File: src/source/fetch_pkg.sv
// Fixed to a 64-bit AXI-lite read bus that carries two 32-bit instructions per word
`default_nettype none

package fetch_pkg;

	//////////////////////////////////////////////////
	// Bus and instruction geometry
	//////////////////////////////////////////////////

	// Byte address width
	localparam int ADDR_WIDTH = 32;
	// AXI read data width
	localparam int BUS_WIDTH = 64;
	localparam int INSN_WIDTH = 32;
	localparam int INSNS_PER_WORD = BUS_WIDTH / INSN_WIDTH;
	// Byte offset bits within one bus word
	localparam int WORD_LSB = 3;

	// Most words requested and not yet consumed
	localparam int FETCH_LIMIT = 8;
	localparam int LGFIFO = 3;
	// Outstanding counter is far wider than the limit needs
	localparam int LGDEPTH = LGFIFO + 4;

	typedef logic [ADDR_WIDTH-1:0] addr_t;
	typedef logic [BUS_WIDTH-1:0] bus_word_t;
	typedef logic [INSN_WIDTH-1:0] insn_t;
	// Outstanding and flush counts
	typedef logic [LGDEPTH:0] depth_t;
	// Request fill count
	typedef logic [LGDEPTH-1:0] fill_t;

	// AXI response codes, upper bit set means a bus error
	typedef enum logic [1:0] {
		RESP_OKAY   = 2'b00,
		RESP_EXOKAY = 2'b01,
		RESP_SLVERR = 2'b10,
		RESP_DECERR = 2'b11
	} axi_resp_e;

endpackage

`default_nettype wire

File: src/source/flush_tracker.sv
// Assumes every R beat answers an earlier AR handshake and RREADY is always high
`default_nettype none

module flush_tracker (
	input  logic S_AXI_ACLK,
	input  logic fifo_reset,
	input  logic i_new_pc,
	input  logic i_arvalid,
	input  logic i_arready,
	input  logic i_rvalid,
	output logic o_full_bus,
	output logic o_flush_request,
	output logic o_keep_beat
);

	fetch_pkg::depth_t outstanding;
	fetch_pkg::depth_t next_outstanding;
	fetch_pkg::depth_t new_flushcount;
	fetch_pkg::depth_t flushcount;
	logic flushing;

	// Reads in flight after this cycle
	always_comb
	begin
		next_outstanding = outstanding;
		case ({ i_arvalid && i_arready, i_rvalid })
		2'b10: next_outstanding = outstanding + 1'b1;
		2'b01: next_outstanding = outstanding - 1'b1;
		default: next_outstanding = outstanding;
		endcase
	end

	always_ff @(posedge S_AXI_ACLK)
	begin
		if (fifo_reset)
		begin
			outstanding <= '0;
			o_full_bus <= 1'b0;
		end
		else
		begin
			outstanding <= next_outstanding;
			// Stop one short of wrapping the counter
			o_full_bus <= (next_outstanding
				>= fetch_pkg::depth_t'((1 << fetch_pkg::LGDEPTH) - 1));
		end
	end

	//////////////////////////////////////////////////
	// Redirect flush
	//////////////////////////////////////////////////

	// In flight plus the one being presented, less a beat landing now
	assign new_flushcount = outstanding + fetch_pkg::depth_t'(i_arvalid)
		- fetch_pkg::depth_t'(i_rvalid);

	always_ff @(posedge S_AXI_ACLK)
	begin
		if (fifo_reset)
		begin
			flushcount <= '0;
			flushing <= 1'b0;
			o_flush_request <= 1'b0;
		end
		else if (i_new_pc)
		begin
			flushcount <= new_flushcount;
			flushing <= (new_flushcount != 0);
			// Stalled request goes out later but is already stale
			o_flush_request <= i_arvalid && !i_arready;
		end
		else
		begin
			if (i_rvalid && flushcount != 0)
			begin
				flushcount <= flushcount - 1'b1;
				flushing <= (flushcount > 1);
			end
			if (i_arready)
				o_flush_request <= 1'b0;
		end
	end

	// Beats that survive go on to the FIFO
	assign o_keep_beat = i_rvalid && !flushing;

	a_flushing_matches: assert property (@(posedge S_AXI_ACLK) disable iff (fifo_reset)
		flushing == (flushcount != 0));

	// A beat needs an earlier handshake to answer
	a_no_underflow: assert property (@(posedge S_AXI_ACLK) disable iff (fifo_reset)
		i_rvalid |-> (outstanding != 0));

endmodule

`default_nettype wire

File: src/source/axil_request.sv
// No requests go out until the first redirect after reset supplies a program counter
`default_nettype none

module axil_request (
	input  logic S_AXI_ACLK,
	input  logic fifo_reset,
	input  logic i_new_pc,
	input  fetch_pkg::addr_t i_pc,
	input  logic i_arready,
	input  logic i_full_bus,
	input  logic i_flush_request,
	input  logic i_word_taken,
	input  logic i_out_busy,
	output logic o_arvalid,
	output fetch_pkg::addr_t o_araddr
);

	fetch_pkg::fill_t fill;
	fetch_pkg::depth_t demand;
	fetch_pkg::addr_t pending_pc;
	logic pending_new_pc;
	logic running;
	logic issue;

	// Free to load the next request
	assign issue = !o_arvalid || i_arready;

	// Words requested and not yet read out of the FIFO
	always_ff @(posedge S_AXI_ACLK)
	begin
		if (fifo_reset || i_new_pc)
			fill <= '0;
		else
		begin
			case ({ o_arvalid && i_arready && !i_flush_request, i_word_taken })
			2'b10: fill <= fill + 1'b1;
			2'b01: fill <= fill - 1'b1;
			default: fill <= fill;
			endcase
		end
	end

	// Fill plus the request on the bus plus a busy output stage
	assign demand = fetch_pkg::depth_t'(fill) + fetch_pkg::depth_t'(o_arvalid)
		+ fetch_pkg::depth_t'(i_out_busy);

	// Set once a program counter is known
	always_ff @(posedge S_AXI_ACLK)
	begin
		if (fifo_reset)
			running <= 1'b0;
		else if (i_new_pc)
			running <= 1'b1;
	end

	//////////////////////////////////////////////////
	// AR channel
	//////////////////////////////////////////////////

	always_ff @(posedge S_AXI_ACLK)
	begin
		if (fifo_reset)
			o_arvalid <= 1'b0;
		else if (issue)
		begin
			o_arvalid <= running || i_new_pc;
			// Throttle, fill is stale on a redirect
			if (!i_new_pc && demand >= fetch_pkg::depth_t'(fetch_pkg::FETCH_LIMIT))
				o_arvalid <= 1'b0;
			if (i_full_bus)
				o_arvalid <= 1'b0;
		end
	end

	// Redirect that landed on a stalled request
	always_ff @(posedge S_AXI_ACLK)
	begin
		if (fifo_reset || issue)
			pending_new_pc <= 1'b0;
		else if (i_new_pc)
			pending_new_pc <= 1'b1;
	end

	always_ff @(posedge S_AXI_ACLK)
	begin
		if (i_new_pc)
			pending_pc <= i_pc;
	end

	always_ff @(posedge S_AXI_ACLK)
	begin
		if (issue)
		begin
			if (i_new_pc)
				o_araddr <= i_pc;
			else if (pending_new_pc)
				o_araddr <= pending_pc;
			else if (o_arvalid)
			begin
				// Next bus word, byte offset cleared
				o_araddr[fetch_pkg::ADDR_WIDTH-1:fetch_pkg::WORD_LSB]
					<= o_araddr[fetch_pkg::ADDR_WIDTH-1:fetch_pkg::WORD_LSB] + 1'b1;
				o_araddr[fetch_pkg::WORD_LSB-1:0] <= '0;
			end
		end
	end

	a_araddr_stable: assert property (@(posedge S_AXI_ACLK) disable iff (fifo_reset)
		o_arvalid && !i_arready |=> o_arvalid && $stable(o_araddr));

endmodule

`default_nettype wire

File: src/source/sync_fifo.sv
// First word falls through combinationally, the caller must never write when full
`default_nettype none

module sync_fifo (
	input  logic S_AXI_ACLK,
	input  logic fifo_reset,
	input  logic i_flush,
	input  logic i_wr,
	input  fetch_pkg::bus_word_t i_data,
	input  logic i_err,
	input  logic i_rd,
	output fetch_pkg::bus_word_t o_data,
	output logic o_err,
	output logic o_empty
);

	localparam int DEPTH = 1 << fetch_pkg::LGFIFO;

	fetch_pkg::bus_word_t mem [DEPTH];
	logic err_mem [DEPTH];
	// Extra top bit tells full from empty
	logic [fetch_pkg::LGFIFO:0] wr_ptr;
	logic [fetch_pkg::LGFIFO:0] rd_ptr;
	logic full;
	logic rd_en;

	assign o_empty = (wr_ptr == rd_ptr);
	assign full = (wr_ptr[fetch_pkg::LGFIFO] != rd_ptr[fetch_pkg::LGFIFO])
		&& (wr_ptr[fetch_pkg::LGFIFO-1:0] == rd_ptr[fetch_pkg::LGFIFO-1:0]);
	assign rd_en = i_rd && !o_empty;

	// Storage
	always_ff @(posedge S_AXI_ACLK)
	begin
		if (i_wr)
		begin
			mem[wr_ptr[fetch_pkg::LGFIFO-1:0]] <= i_data;
			err_mem[wr_ptr[fetch_pkg::LGFIFO-1:0]] <= i_err;
		end
	end

	// Pointers, a redirect empties like reset
	always_ff @(posedge S_AXI_ACLK)
	begin
		if (fifo_reset || i_flush)
		begin
			wr_ptr <= '0;
			rd_ptr <= '0;
		end
		else
		begin
			if (i_wr)
				wr_ptr <= wr_ptr + 1'b1;
			if (rd_en)
				rd_ptr <= rd_ptr + 1'b1;
		end
	end

	assign o_data = mem[rd_ptr[fetch_pkg::LGFIFO-1:0]];
	assign o_err = err_mem[rd_ptr[fetch_pkg::LGFIFO-1:0]];

	// Request throttle upstream keeps room for every kept beat
	a_no_overflow: assert property (@(posedge S_AXI_ACLK) disable iff (fifo_reset)
		i_wr && !i_flush |-> !full);

endmodule

`default_nettype wire

File: src/source/insn_unpack.sv
// Bytes are always swapped per 32-bit lane, o_pc freezes once an error word is seen
`default_nettype none

module insn_unpack (
	input  logic S_AXI_ACLK,
	input  logic fifo_reset,
	input  logic i_new_pc,
	input  fetch_pkg::addr_t i_pc,
	input  logic i_ready,
	input  fetch_pkg::bus_word_t i_data,
	input  logic i_err,
	input  logic i_empty,
	output logic o_fifo_rd,
	output logic o_word_taken,
	output logic o_out_busy,
	output logic o_valid,
	output fetch_pkg::insn_t o_insn,
	output fetch_pkg::addr_t o_pc,
	output logic o_illegal
);

	localparam int FILLBITS = $clog2(fetch_pkg::INSNS_PER_WORD);

	fetch_pkg::bus_word_t swapped;
	fetch_pkg::bus_word_t out_data;
	logic [FILLBITS:0] out_fill;
	logic shift;

	// Byte reverse within each lane
	always_comb
	begin
		for (int lane = 0; lane < fetch_pkg::INSNS_PER_WORD; lane++)
		begin
			for (int b = 0; b < 4; b++)
			begin
				swapped[lane*fetch_pkg::INSN_WIDTH + (3-b)*8 +: 8]
					= i_data[lane*fetch_pkg::INSN_WIDTH + b*8 +: 8];
			end
		end
	end

	// Skip the lower insn only when entering at an odd address
	assign shift = o_valid ? 1'b0 : o_pc[fetch_pkg::WORD_LSB-1];

	// Refill once the last insn of the word goes
	assign o_fifo_rd = !o_valid || (i_ready && out_fill <= 1);
	assign o_word_taken = o_fifo_rd && !i_empty;
	// Still holding something next cycle
	assign o_out_busy = o_valid && (!i_ready || out_fill > 1);

	//////////////////////////////////////////////////
	// Output stage
	//////////////////////////////////////////////////

	always_ff @(posedge S_AXI_ACLK)
	begin
		if (fifo_reset || i_new_pc)
			out_fill <= '0;
		else if (o_fifo_rd)
			out_fill <= i_empty ? '0
				: (FILLBITS+1)'(fetch_pkg::INSNS_PER_WORD) - {1'b0, shift};
		else if (i_ready && out_fill != 0)
			out_fill <= out_fill - 1'b1;
	end

	always_ff @(posedge S_AXI_ACLK)
	begin
		if (fifo_reset || i_new_pc)
			o_valid <= 1'b0;
		else if (!o_valid || i_ready)
			o_valid <= (o_fifo_rd && !i_empty) || (out_fill > (o_valid ? 1 : 0));
	end

	// Shift register of pending insns
	always_ff @(posedge S_AXI_ACLK)
	begin
		if (o_fifo_rd)
			out_data <= shift ? (swapped >> fetch_pkg::INSN_WIDTH) : swapped;
		else if (i_ready)
			out_data <= out_data >> fetch_pkg::INSN_WIDTH;
	end

	assign o_insn = out_data[fetch_pkg::INSN_WIDTH-1:0];

	always_ff @(posedge S_AXI_ACLK)
	begin
		if (fifo_reset)
			o_pc <= '0;
		else if (i_new_pc)
			o_pc <= i_pc;
		else if (o_valid && i_ready && !o_illegal)
		begin
			o_pc[fetch_pkg::ADDR_WIDTH-1:2] <= o_pc[fetch_pkg::ADDR_WIDTH-1:2] + 1'b1;
			o_pc[1:0] <= 2'b00;
		end
	end

	// Sticky until the next redirect
	always_ff @(posedge S_AXI_ACLK)
	begin
		if (fifo_reset || i_new_pc)
			o_illegal <= 1'b0;
		else if (!o_illegal && o_word_taken)
			o_illegal <= i_err;
	end

	a_valid_fill: assert property (@(posedge S_AXI_ACLK) disable iff (fifo_reset)
		o_valid == (out_fill != 0));

endmodule

`default_nettype wire

File: src/source/axil_fetch.sv
// Read-only AXI-lite master, ARPROT is tied by the fabric and RREADY is always high
`default_nettype none

module axil_fetch (
	input  logic S_AXI_ACLK,
	input  logic fifo_reset,
	// CPU side
	input  logic i_new_pc,
	input  fetch_pkg::addr_t i_pc,
	input  logic i_ready,
	output fetch_pkg::insn_t o_insn,
	output fetch_pkg::addr_t o_pc,
	output logic o_valid,
	output logic o_illegal,
	// AXI-lite read channels
	output logic M_AXI_ARVALID,
	input  logic M_AXI_ARREADY,
	output fetch_pkg::addr_t M_AXI_ARADDR,
	input  logic M_AXI_RVALID,
	output logic M_AXI_RREADY,
	input  fetch_pkg::bus_word_t M_AXI_RDATA,
	input  logic [1:0] M_AXI_RRESP
);

	fetch_pkg::axi_resp_e rresp;
	fetch_pkg::bus_word_t fifo_data;
	logic rd_err;
	logic full_bus;
	logic flush_request;
	logic keep_beat;
	logic fifo_err;
	logic fifo_empty;
	logic fifo_rd;
	logic word_taken;
	logic out_busy;

	assign M_AXI_RREADY = 1'b1;

	// Slave or decode error
	assign rresp = fetch_pkg::axi_resp_e'(M_AXI_RRESP);
	assign rd_err = (rresp == fetch_pkg::RESP_SLVERR) || (rresp == fetch_pkg::RESP_DECERR);

	flush_tracker u_flush (
		.S_AXI_ACLK(S_AXI_ACLK), .fifo_reset(fifo_reset), .i_new_pc(i_new_pc),
		.i_arvalid(M_AXI_ARVALID), .i_arready(M_AXI_ARREADY),
		.i_rvalid(M_AXI_RVALID), .o_full_bus(full_bus),
		.o_flush_request(flush_request), .o_keep_beat(keep_beat));

	axil_request u_request (
		.S_AXI_ACLK(S_AXI_ACLK), .fifo_reset(fifo_reset), .i_new_pc(i_new_pc),
		.i_pc(i_pc), .i_arready(M_AXI_ARREADY), .i_full_bus(full_bus),
		.i_flush_request(flush_request), .i_word_taken(word_taken),
		.i_out_busy(out_busy), .o_arvalid(M_AXI_ARVALID), .o_araddr(M_AXI_ARADDR));

	// Raw beats are stored, swapping happens on the way out
	sync_fifo u_fifo (
		.S_AXI_ACLK(S_AXI_ACLK), .fifo_reset(fifo_reset), .i_flush(i_new_pc),
		.i_wr(keep_beat), .i_data(M_AXI_RDATA), .i_err(rd_err), .i_rd(fifo_rd),
		.o_data(fifo_data), .o_err(fifo_err), .o_empty(fifo_empty));

	insn_unpack u_unpack (
		.S_AXI_ACLK(S_AXI_ACLK), .fifo_reset(fifo_reset), .i_new_pc(i_new_pc),
		.i_pc(i_pc), .i_ready(i_ready), .i_data(fifo_data), .i_err(fifo_err),
		.i_empty(fifo_empty), .o_fifo_rd(fifo_rd), .o_word_taken(word_taken),
		.o_out_busy(out_busy), .o_valid(o_valid), .o_insn(o_insn), .o_pc(o_pc),
		.o_illegal(o_illegal));

endmodule

`default_nettype wire

File: config.mk
export PLATFORM = sky130hd
export DESIGN_NAME = axil_fetch
export DESIGN_NICKNAME = d
export VERILOG_FILES = /design/src/source/fetch_pkg.sv /design/src/source/flush_tracker.sv /design/src/source/axil_request.sv /design/src/source/sync_fifo.sv /design/src/source/insn_unpack.sv /design/src/source/axil_fetch.sv
export SDC_FILE = /design/constraint.sdc
export NUM_CORES = 1
export LEC_CHECK = 0
export BUFFER_PORTS_ARGS = -buffer_cell sky130_fd_sc_hd__buf_2
export CORE_AREA = 2 2 348 178
export DETAILED_ROUTE_END_ITERATION = 8
export DIE_AREA = 0 0 350 180
export GPL_TIMING_DRIVEN = 0
export PLACE_DENSITY = 0.73
export SLEW_MARGIN = 40
export SYNTH_ARGS = -nofsm -noshare
export SYNTH_HDL_FRONTEND = slang
export SYNTH_SLANG_ARGS = --single-unit
File: constraint.sdc
create_clock -name S_AXI_ACLK -period 16.47 [get_ports S_AXI_ACLK]
set_clock_uncertainty 0.2 [all_clocks]
set_input_delay 3.294 -clock S_AXI_ACLK [delete_from_list [all_inputs] [get_ports S_AXI_ACLK]]
set_output_delay 3.294 -clock S_AXI_ACLK [all_outputs]
set_load 0.02 [all_outputs]
; ---- Word-level counts from Yosys, hierarchy flattened
; Memory sizes are Yosys's and may differ from the RTL's. A register that Yosys moved wholly into a read port is not among the register bits.
; Index checks and enable logic that the tools add are counted.
[totals]
reg_bits = 200
latch_bits = 0
mem_bits_rw = 520
rom_bits = 0
inputBits = 104
n_memories = 2
[op_classes]
addsub = 15
n_mul = 0
div = 0
n_lt_le_gt_ge = 6
n_eq_ne = 7
shift = 0
mux = 27
bitwise_logic = 0
reduce_logical = 42
[memory_table]
columns = name, depth, word_bits, read_ports, rd_ports_with_merged_regs, wr, line_no
row1 = u_fifo.mem, 8, 64, 1, 1, 1, sync_fifo.sv:19  ; fetch_pkg::bus_word_t mem [DEPTH];
row2 = u_fifo.err_mem, 8, 1, 1, 1, 1, sync_fifo.sv:20  ; logic err_mem [DEPTH];
[ops]
columns = op, count
row1 = $mux W64, 3
row2 = $mux W32, 5
row3 = $gt A2 B32 Y1, 1
row4 = $add A30 B1 Y30 const B, 1
row5 = $add A29 B1 Y29 const B, 1
row6 = $add A8 B1 Y8, 2
row7 = $mux W8, 2
row8 = $pmux W8 S2, 1
row9 = $reduce_bool A8 Y1, 2
row10 = $sub A8 B1 Y8 const B, 2
row11 = $pmux W7 S2, 1
row12 = $reduce_bool A2 Y1, 7
row13 = $logic_and A1 B1 Y1, 13
row14 = $mux W1, 10
row15 = $logic_not A1 Y1, 9
row16 = $logic_or A1 B1 Y1, 9
row17 = $add A4 B1 Y4 const B, 2
row18 = $add A7 B1 Y8, 1
row19 = $add A8 B1 Y8 const B, 1
row20 = $eq A2 B2 Y1 const B, 4
row21 = $ge A8 B4 Y1 const B, 1
row22 = $ge A8 B7 Y1 const B, 1
row23 = $gt A8 B1 Y1 const B, 1
row24 = $sub A8 B1 Y8, 1
row25 = 12 further kinds, 16

; ---- Longest topological paths before layout
; Gate-level depths: netlist of run 1.
[depth]
word_depth = 8
ltp_mapped = 14

; ---- Modules after synthesis
; A second synthesis of run 1 with hierarchy kept.
[unflattened]
hier_cells = 1855
hier_area_um2 = 30606.9
[by_module_without_submodules]
columns = module, instances, cells_per_inst, area_per_inst_um2, seq_area_each_um2
row1 = sync_fifo, 1, 813, 20030.5, 15835.2
row2 = insn_unpack, 1, 508, 5127.4, 2642.5
row3 = axil_request, 1, 324, 3753.6, 2122.0
row4 = flush_tracker, 1, 207, 1680.4, 380.4
row5 = axil_fetch, 1, 3, 15.0, 0.0

; ---- Least setup slack after synthesis of run 1
; Ideal clock, no wire load.
[synth_path]
path_type = input to register
from = input M_AXI_RVALID
to = memory u_fifo.err_mem[0] (enable)
t_arrival_ns = 8.143
t_required_ns = 15.702
setup_slack_ns = 7.559
stages = 3
path_buffers = 0
cell_sequence = inv_1 > or3_1 > nor3_1
[synth_via]
elab_chain_cells = 3
[synth_rtl]
columns = element, line_no
row1 = from (decl), axil_fetch.sv:19  ; input logic M_AXI_RVALID,
row2 = $logic_and A1 B1 Y1, flush_tracker.sv:85  ; assign o_keep_beat = i_rvalid && !flushing;
row3 = $mux W1, sync_fifo.sv:35  ; if (i_wr)
row4 = $mux W1 (implied by the code), sync_fifo.sv:38  ; err_mem[wr_ptr[fetch_pkg::LGFIFO-1:0]] <= i_err;
row5 = to (decl), sync_fifo.sv:20
; No other way between the ends.

; ---- Final worst setup path of run 1
[layout_path]
from = input i_ready
to = register u_request.fill[6]
[layout_via]
elab_chain_cells = 5
word_cells_on_any_way = 7
[layout_rtl]
columns = element, line_no
row1 = from (decl), axil_fetch.sv:10  ; input logic i_ready,
row2 = $logic_and A1 B1 Y1 *, insn_unpack.sv:46  ; assign o_fifo_rd = !o_valid || (i_ready && out_fill <= 1);
row3 = $logic_or A1 B1 Y1 *, insn_unpack.sv:46
row4 = $logic_and A1 B1 Y1 *, --
row5 = via u_fifo.rd_en, sync_fifo.sv:25  ; logic rd_en;
row6 = $eq A2 B1 Y1 or $eq A2 B2 Y1 (tied branches), axil_request.sv:35  ; case ({ o_arvalid && i_arready && !i_flush_request, i_word_taken })
row7 = $pmux W7 S2 or $reduce_bool A2 Y1 (tied branches), --
row8 = to (signal assigned), axil_request.sv:36  ; 2'b10: fill <= fill + 1'b1;
row9 = to (signal assigned), axil_request.sv:37  ; 2'b01: fill <= fill - 1'b1;
row10 = to (signal assigned), axil_request.sv:38  ; default: fill <= fill;
row11 = to (decl), axil_request.sv:18  ; fetch_pkg::fill_t fill;
; The timed path passes the listed nets; every way through them passes the cells marked *.
; A chain may end at the register's enable or synchronous reset.

==> results.json, run 1 <==
{
  "cts_tree": "yes",
  "cts_buf_count": 60,
  "max_freq_mhz": 164.7,
  "synth_edf_count": 648,
  "run_status": "completed",
  "fin_ws_ps": 10400,
  "initial_utilization": 0.4933,
  "final_period_minus_worst_setup_slack_ps": 6070,
  "cts.reportedPaths.clkPinSlew_ps": 60,
  "finalWirelength_um": 73980,
  "power.leakage_nw": 11.72,
  "fp.dieArea_um2": 63000,
  "syn-cell-area_um2": 29660,
  "grt_start_max_net_pins": 37,
  "postSynthCellCount": 1786,
  "first_pass_grt_wire_length_um": 110200,
  "post_synth_fa_ha_maj_area_fraction": 0.01620,
  "final_design_area_no_fill_um2": 34790,
  "cts_sinks": 724,
  "fill_cells": 4473,
  "total_number_of_yosys_warnings": 0,
  "seqPwrFrac": 0.534,
  "fin_worst_hold_slack_ps": 269.1,
  "worstMarginPinSlew_ps": 848.9,
  "layout_commonest_cell": "edfxtp_1",
  "first_global_vias": 17080,
  "post_drt_via_cell_ratio": 5.891,
  "crit_path_start_kind": "input port",
  "grt_setup_unrepaired": "no",
  "p_comb_frac": 0.106,
  "maxSlewViolCount": 0,
  "dpl_worst_slack_ps": 9778,
  "synthMuxAreaShare": 0.1254,
  "clk_network_pwr_share": 0.360,
  "netSwitchingFraction": 0.2450,
  "placement_rows": 64,
  "post_synth_num_cell_types": 71,
  "post-cts-setup-buffers": 0,
  "drc": 0,
  "fp.dieH_um": 180,
  "cap_violations": 0,
  "yosys.area_share.simple": 0.05800,
  "cts.root.buffer_cell": "clkbuf_16",
  "async_flop_share": 0,
  "die_w_um": 350,
  "clock_insertion_delay_worst_skew_ps": 620,
  "htree_levels": 2,
  "cts_buffer_depth": 3,
  "num_vias": 17640,
  "mappedNetlistNets": 1926,
  "grt.total_usage": 0.2350,
  "ys.flop_type": "edfxtp_1",
  "placeableCoreArea_um2": 60140,
  "power_density_nw_per_um2": 114.9,
  "min-delay-path-class": "reg -> reg",
  "drive_above_1_share": 0.2619,
  "most_used_cells_in_the_layout_excluding_fill_and_tap_cells": "648 x edfxtp_1, 227 x buf_2, 163 x nor2_1",
  "final_min_period_over_clock_period": 0.3686,
  "relSlewSlack": 0.4340,
  "synthXorXnorAreaFrac": 0.02244,
  "compound_gate_portion_of_the_synthesized_area": 0.04724,
  "post-route-util": 0.5785,
  "intPower_mw": 3.018,
  "final-setup-viol-count": 0,
  "synth-seq-cells": 724,
  "design.final.nets": 2250,
  "boundaryPins": 204,
  "cts.hold.buffers_added": 0,
  "worst-endpoint-arrival_ps": 6410,
  "cp.required_ps": 16810,
  "switchingPower_uw": 979.1,
  "final-instance-count-excl-fill": 2994,
  "power_mw": 3.997,
  "globalRoute.totalOverflow": 0,
  "critical_path_peak_fanout": 10,
  "post_synth.cell_area_avg_um2": 16.61,
  "final.setup.tns_ps": 0,
  "end_kind": "flip-flop",
  "final_hold_viol_count": 0,
  "synth_seq_area_share": 0.7073,
  "port_buffer_count": 200,
  "initial_antenna_violation_count": 10,
  "postRouteAntennaNets": 0,
  "timing_worst_setup_path_type": "in -> reg",
  "hpwlAfterDp_um": 53780,
  "layout-area-overhead-vs-synth_pct": 17.29,
  "drt_first_iter_violations": 2622,
  "gp_congestion": 0.9712,
  "drt-pass1-iter-count": 6,
  "max-vdd-ir-drop_mv": 0.08702,
  "placedCellCount": 2872,
  "postPlaceCellArea_um2": 32800,
  "cts-resized-gates": 0,
  "synth_top_family_by_area": "multiplexers",
  "routedWlPerCell_um": 24.71
}
power groups by stage:
stage	clock, mW	combinational (mW)	sequential [mW]
floorplan	0	0.244	2.18
global placement	0	0.395	2.17
detailed placement	0	0.417	2.17
CTS	1.46	0.419	2.13
global route	1.53	0.461	2.14
finish	1.44	0.425	2.13
cells in the mapped netlist, drive strengths merged, types with 3 or more instances:
library cell	n	area share
edfxtp	648	0.66
o21ai	73	0.012
xor2	37	0.011
inv	32	0.0040
nor4	9	0.0024
or3	4	0.00084
and4	4	0.0012
and3	10	0.0022
nand3	24	0.0040
o211ai	5	0.0014
a21oi	77	0.013
mux4	130	0.099
fa	4	0.0027
o21a	3	0.00076
a21boi	11	0.0029
a22o	3	0.00089
nor2b	5	0.0011
nand2	63	0.0080
nor3	19	0.0034
a211oi	16	0.0040
nand2b	10	0.0021
clkbuf	57	0.0072
nor2	170	0.022
buf	57	0.012
mux2i	77	0.026
a22oi	12	0.0030
a21o	5	0.0013
nand4b	3	0.00089
dfxtp	76	0.051
nand4	22	0.0054
ha	32	0.013
o22ai	3	0.00063
o31ai	4	0.0010
xnor2	39	0.012
and2	5	0.0011
or2	4	0.00084
logic make-up (layout without fill, tap and decap cells):
group	count (synthesis)	after routing
DFF	724	724
and+or+nand+nor	363	363
AOI/OAI and AO/OA	231	231
muxes	209	209
buffers and inverters	146	521
xor gates and xnor gates	76	76
adders and majority gates	36	36
other	1	9
worst max-delay path, stage by stage:
cell and delay [ps]:
buf_2 130, a21boi_2 490, nor2_1 290, ha_1 390
ha_1 340, nor2b_1 150, o21ai_0 200, a21boi_0 170
or4_1 540, a31o_2 260, a21oi_1 130
cell type report:
| cell class | instances | area (um2) | share of cell area |
|---|---|---|---|
| Inverter | 32 | 122.6 | 0.003524 |
| Antenna cell | 8 | 20.02 | 0.0005754 |
| Clock buffer | 72 | 1546 | 0.04445 |
| Multi-Input combinational cell | 916 | 8068 | 0.2319 |
| Clock inverter | 41 | 410.4 | 0.01180 |
| Timing Repair Buffer | 262 | 2032 | 0.05840 |
| Buffer | 114 | 579.3 | 0.01665 |
| Tap cell | 825 | 1032 | 0.02967 |
| Sequential cell | 724 | 20980 | 0.6030 |
routing by layer:
| metal | up-vias | wire length [um] | GRT usage |
|---|---|---|---|
| met2 | 992 | 31400 | 0.3233 |
| li1 | 7607 | - | - |
| met5 | - | 41 | 0 |
| met1 | 8929 | 32900 | 0.3797 |
| met4 | 6 | 1125 | 0.04103 |
| met3 | 104 | 8518 | 0.05909 |
registers in the layout, indices dropped and copies added (netlist names), 2 cells and up, named ones only:
name	count
u_unpack.out_fill	2
u_fifo.mem	512
u_request.fill	7
u_fifo.err_mem	8
u_unpack.out_data	64
u_fifo.wr_ptr	4
u_request.o_araddr	32
u_unpack.o_pc	32
u_flush.flushcount	8
u_flush.outstanding	8
u_request.pending_pc	32
u_fifo.rd_ptr	4
path summary, 6_finish.rpt:
path                                        start                end  slack (ps)  cells past startpoint
worst max-delay path                      i_ready  u_request.fill[6]       10400                     11
worst min-delay path            u_request.running  u_request.running         270                      2
worst max register to register   u_fifo.rd_ptr[0]  u_request.fill[6]       12400                     12
worst min register to register  u_request.running  u_request.running         270                      2
No activity file was read; power rests on OpenSTA's default activity.
==> run 2, diff against run 1 <==
clock period = 5.6 ns   (was 16.47 ns; I/O delays follow)
==> results.json, run 2 (same netlist as run 1, synthesis figures left out) <==
{
  "crit_path_start_kind": "flip-flop",
  "holdPathStages": 2,
  "timing_worst_setup_path_type": "reg -> reg",
  "cts.hold.buffers_added": 0,
  "cts-resized-gates": 0,
  "cap_violations": 0,
  "grt_start_max_net_pins": 38,
  "netSwitchingFraction": 0.2433,
  "final-instance-count-excl-fill": 2973,
  "postRouteAntennaNets": 0,
  "run_status": "completed",
  "placedCellCount": 2858,
  "final_min_period_over_clock_period": 0.7526,
  "layout-area-overhead-vs-synth_pct": 16.89,
  "power_density_nw_per_um2": 341.0,
  "fin_worst_hold_slack_ps": 268.5,
  "worstMarginPinSlew_ps": 908.7,
  "final.setup.tns_ps": 0,
  "drt-pass1-iter-count": 9,
  "final_hold_viol_count": 0,
  "fin_ws_ps": 1385,
  "timing.hold.worst.start": "u_request.running",
  "largest_reg_flops": 512,
  "regToRegEndpoint": "u_request.fill[6]",
  "cts.reportedPaths.clkPinSlew_ps": 70,
  "final-setup-viol-count": 0,
  "power.leakage_nw": 11.67,
  "grt.total_usage": 0.2343,
  "first_global_vias": 16970,
  "placeableCoreArea_um2": 60140,
  "finalWirelength_um": 74270,
  "die_w_um": 350,
  "drt_first_iter_violations": 2312,
  "gp_congestion": 0.9682,
  "min_to": "u_request.running",
  "hpwlAfterDp_um": 53080,
  "first_pass_grt_wire_length_um": 109100,
  "end_kind": "flip-flop",
  "fp.dieH_um": 180,
  "grt_setup_unrepaired": "no",
  "reg2regPathDepth": 13,
  "worst-endpoint-arrival_ps": 4540,
  "num_vias": 17550,
  "multi_input_comb_area_um2": 8089,
  "regArea_um2": 20980,
  "relSlewSlack": 0.3942,
  "cp.required_ps": 5930,
  "maxSlewViolCount": 0,
  "layout_commonest_cell": "edfxtp_1",
  "max-vdd-ir-drop_mv": 0.2554,
  "clk_network_pwr_share": 0.361,
  "critical_path_peak_fanout": 10,
  "design.final.nets": 2235,
  "seqPwrFrac": 0.530,
  "post-route-util": 0.5766,
  "drc": 0,
  "cts_sinks": 724,
  "switchingPower_mw": 2.876,
  "initial_utilization": 0.4933,
  "p_comb_frac": 0.108,
  "post_drt_via_cell_ratio": 5.903,
  "cts_buffer_depth": 3,
  "most_used_cells_in_the_layout_excluding_fill_and_tap_cells": "648 x edfxtp_1, 215 x buf_2, 164 x nor2_1",
  "initial_antenna_violation_count": 9,
  "clock_insertion_delay_worst_skew_ps": 640,
  "fill_cells": 4489,
  "cts.root.buffer_cell": "clkbuf_16",
  "min-delay-path-class": "reg -> reg",
  "boundaryPins": 204,
  "cts_tree": "yes",
  "drive_above_1_share": 0.2597,
  "intPower_mw": 8.947,
  "final_period_minus_worst_setup_slack_ps": 4215,
  "max_freq_mhz": 237.3,
  "port_buffer_count": 200,
  "post-cts-setup-buffers": 0,
  "placement_rows": 64,
  "routedWlPerCell_um": 24.98,
  "globalRoute.totalOverflow": 0,
  "cts_buf_count": 60,
  "regToRegStartpoint": "u_unpack.out_fill[1]",
  "fp.dieArea_um2": 63000,
  "dpl_worst_slack_ps": 917.0,
  "r2r_slack_ps": 1390,
  "htree_levels": 2
}
-- run 2: cell count changes in the layout (fill, tap and decap cells not counted), sizes merged --
cell | before | now
clkinv | 26 | 25
bufinv | 6 | 7
diode | 8 | 3
clkinvlp | 7 | 2
buf | 319 | 304
clkbuf | 129 | 133
-- run 2: through the flow --
step	power, mW	cell area, um2
global placement	7.563	31710
floorplan	7.133	29670
CTS	11.87	34650
detailed placement	7.631	32670
finish	11.82	34670
global route	12.20	34670
-- run 2: critical path: stages (launching register included) --
cell and delay [ps]:
dfxtp_1 380, inv_1 70, ha_1 170, nand2b_1 150, a21boi_2 550, nor2_1 320, ha_1 430, ha_1 370
nor2b_1 170, o21ai_0 230, a21boi_0 190, or4_1 510, a31o_2 250, a21oi_1 130
-- run 2: cell type report --
class,instances,area share
Sequential cell,724,0.6051
Multi-Input combinational cell,916,0.2333
Timing Repair Buffer,247,0.05431
Clock buffer,76,0.04561
Tap cell,825,0.02977
Buffer,114,0.01685
Clock inverter,36,0.01133
Inverter,32,0.003536
Antenna cell,3,0.0002165
-- run 2: worst max path at each step --
stage / startpoint / to / slack (ps) / cells after the start
after CTS: u_unpack.out_fill[1] / u_request.fill[6] / 1370 / 13
after floorplan: M_AXI_RVALID / u_fifo.err_mem[4] / 610 / 3
after global placement: i_new_pc / u_request.o_araddr[14] / -2720 / 5
final: u_unpack.out_fill[1] / u_request.fill[6] / 1390 / 13
after detailed placement: i_ready / u_request.fill[6] / 920 / 11
after global routing: u_fifo.wr_ptr[2] / u_request.fill[6] / 1070 / 12
-- run 2: layer usage --
metal	up-vias	global-route usage	wire length, um	part of all wire
met5	-	0	37	0.00050
li1	7559	-	-	-
met1	8990	0.3648	32930	0.44
met2	882	0.3264	31620	0.43
met4	8	0.04776	1222	0.016
met3	110	0.06954	8457	0.11
-- run 2: power groups by stage --
stage	clock network, mW	registers [mW]	logic, mW
2_1_floorplan	0	6.41	0.719
3_3_place_gp	0	6.39	1.18
3_5_place_dp	0	6.38	1.25
4_1_cts	4.35	6.26	1.26
5_1_grt	4.54	6.29	1.38
6_report	4.27	6.27	1.28
==> run 3, diff against run 2 <==
PLACE_DENSITY = 0.76   (was 0.73)
clock period = 3.55 ns   (was 5.6 ns; I/O delays follow)
==> results.json, run 3 (same netlist as run 1, synthesis figures left out) <==
{
  "largest_reg_flops": 512,
  "min-delay-path-class": "in -> reg",
  "placedCellCount": 2860,
  "cap_violations": 0,
  "first_global_vias": 17490,
  "cts.reportedPaths.clkPinSlew_ps": 70,
  "multi_input_comb_area_um2": 8137,
  "initial_utilization": 0.4933,
  "timing_worst_setup_path_type": "in -> reg",
  "regArea_um2": 20980,
  "relSlewSlack": 0.4166,
  "design.final.nets": 2238,
  "placement_rows": 64,
  "cts_tree": "yes",
  "final.setup.tns_ps": 0,
  "final_design_area_no_fill_um2": 34840,
  "postPlaceCellArea_um2": 32790,
  "initial_antenna_violation_count": 10,
  "max_freq_mhz": 295.2,
  "postRouteAntennaNets": 0,
  "globalRoute.totalOverflow": 0,
  "worstMarginPinSlew_ps": 875.1,
  "crit_path_start_kind": "input port",
  "finalWirelength_um": 77300,
  "power_density_nw_per_um2": 534.0,
  "met3_wirelength_um": 9722,
  "cts_buffer_depth": 3,
  "cts_buf_count": 60,
  "maxSlewViolCount": 0,
  "fp.dieArea_um2": 63000,
  "layout-area-overhead-vs-synth_pct": 17.45,
  "critical_path_slowest_stage_cell": "clkbuf_1",
  "met2_length_um": 33790,
  "htree_levels": 2,
  "power_mw": 18.60,
  "critical_path_peak_fanout": 36,
  "drc": 0,
  "cp.required_ps": 3680,
  "die_w_um": 350,
  "hpwlAfterDp_um": 53660,
  "dpl_worst_slack_ps": -673.1,
  "final_period_minus_worst_setup_slack_ps": 3388,
  "grt_setup_unrepaired": "no",
  "first_pass_grt_wire_length_um": 114300,
  "worst-endpoint-arrival_ps": 3520,
  "drt-pass1-iter-count": 6,
  "fill_cells": 4368,
  "cts.root.buffer_cell": "clkbuf_16",
  "most_used_cells_in_the_layout_excluding_fill_and_tap_cells": "648 x edfxtp_1, 215 x buf_2, 162 x nor2_1",
  "top_layer_used": "met5",
  "final_hold_viol_count": 0,
  "num_vias": 17810,
  "routedWlPerCell_um": 25.95,
  "layout_commonest_cell": "edfxtp_1",
  "timing.critical_path.slowest_cell_delay_ps": 710,
  "placeableCoreArea_um2": 60140,
  "drive_above_1_share": 0.2648,
  "final-setup-viol-count": 0,
  "final_min_period_over_clock_period": 0.9543,
  "run_status": "completed",
  "gp_congestion": 0.9479,
  "cts.hold.buffers_added": 0,
  "final-instance-count-excl-fill": 2979,
  "routedLengthMet1_um": 32390,
  "cts_sinks": 724,
  "post_drt_via_cell_ratio": 5.979,
  "grt.total_usage": 0.2457,
  "boundaryPins": 204,
  "fp.dieH_um": 180,
  "power.leakage_nw": 11.73,
  "max-vdd-ir-drop_mv": 0.4617,
  "clock_insertion_delay_worst_skew_ps": 650,
  "drt_first_iter_violations": 2686,
  "path_cells": "buf_4 > clkbuf_1 > clkbuf_1 > nor2_2 > a21boi_4 > buf_8 > buf_8",
  "port_buffer_count": 200,
  "fin_ws_ps": 162.3,
  "grt_start_max_net_pins": 38,
  "end_kind": "flip-flop"
}
run 3: timing repair:
item / CTS / global route
pin swaps: 1 / 2
setup endpoints to repair: 4 / 11
resized for setup: 9 / 11
buffers inserted: 1 / 1
run 3: per-stage QoR:
| stage | utilization | hold slack, ps |
|---|---|---|
| 3_3_place_gp | 0.5273 | 258.7 |
| 5_1_grt | 0.5793 | 49.94 |
| 2_1_floorplan | - | 232.0 |
| 3_5_place_dp | 0.5453 | 255.4 |
| 6_report | 0.5794 | 71.23 |
| 4_1_cts | 0.5784 | 34.13 |
run 3: layout make-up:
cell class,instances,area share
tap,825,0.02963
antenna,5,0.0003591
multi-input combinational,916,0.2335
timing repair buffer,251,0.05793
clock buffer,76,0.04658
buffer,113,0.01677
clock inverter,37,0.009409
sequential,724,0.6023
inverter,32,0.003519
run 3: worst paths after layout:
check | start | endpoint | slack (ps) | cells past startpoint
max | i_new_pc | u_request.o_araddr[19] | 160 | 7
min | i_pc[12] | u_request.pending_pc[12] | 70 | 1
max reg2reg | u_fifo.wr_ptr[2] | u_request.fill[6] | 190 | 11
min reg2reg | u_request.running | u_request.running | 280 | 2
run 3: per-layer routing:
layer | vias to the layer above | track usage
met2 | 1109 | 0.3514
met3 | 117 | 0.07295
met4 | 6 | 0.05017
li1 | 7561 | -
met1 | 9017 | 0.3743
met5 | - | 0
run 3: worst max-delay path, delay by kind of cell:
family	cells	cell delay, ps
buffers and inverters	5	2090
AO/OA/AOI/OAI	1	370
AND/OR/NAND/NOR	1	310
run 3: where the power goes:
part	total [mW]	switching (mW)	internal, mW
clock network	6.67	3.06	3.61
logic	2.04	1.26	0.774
registers	9.90	0.229	9.67
total	18.6	4.55	14.1
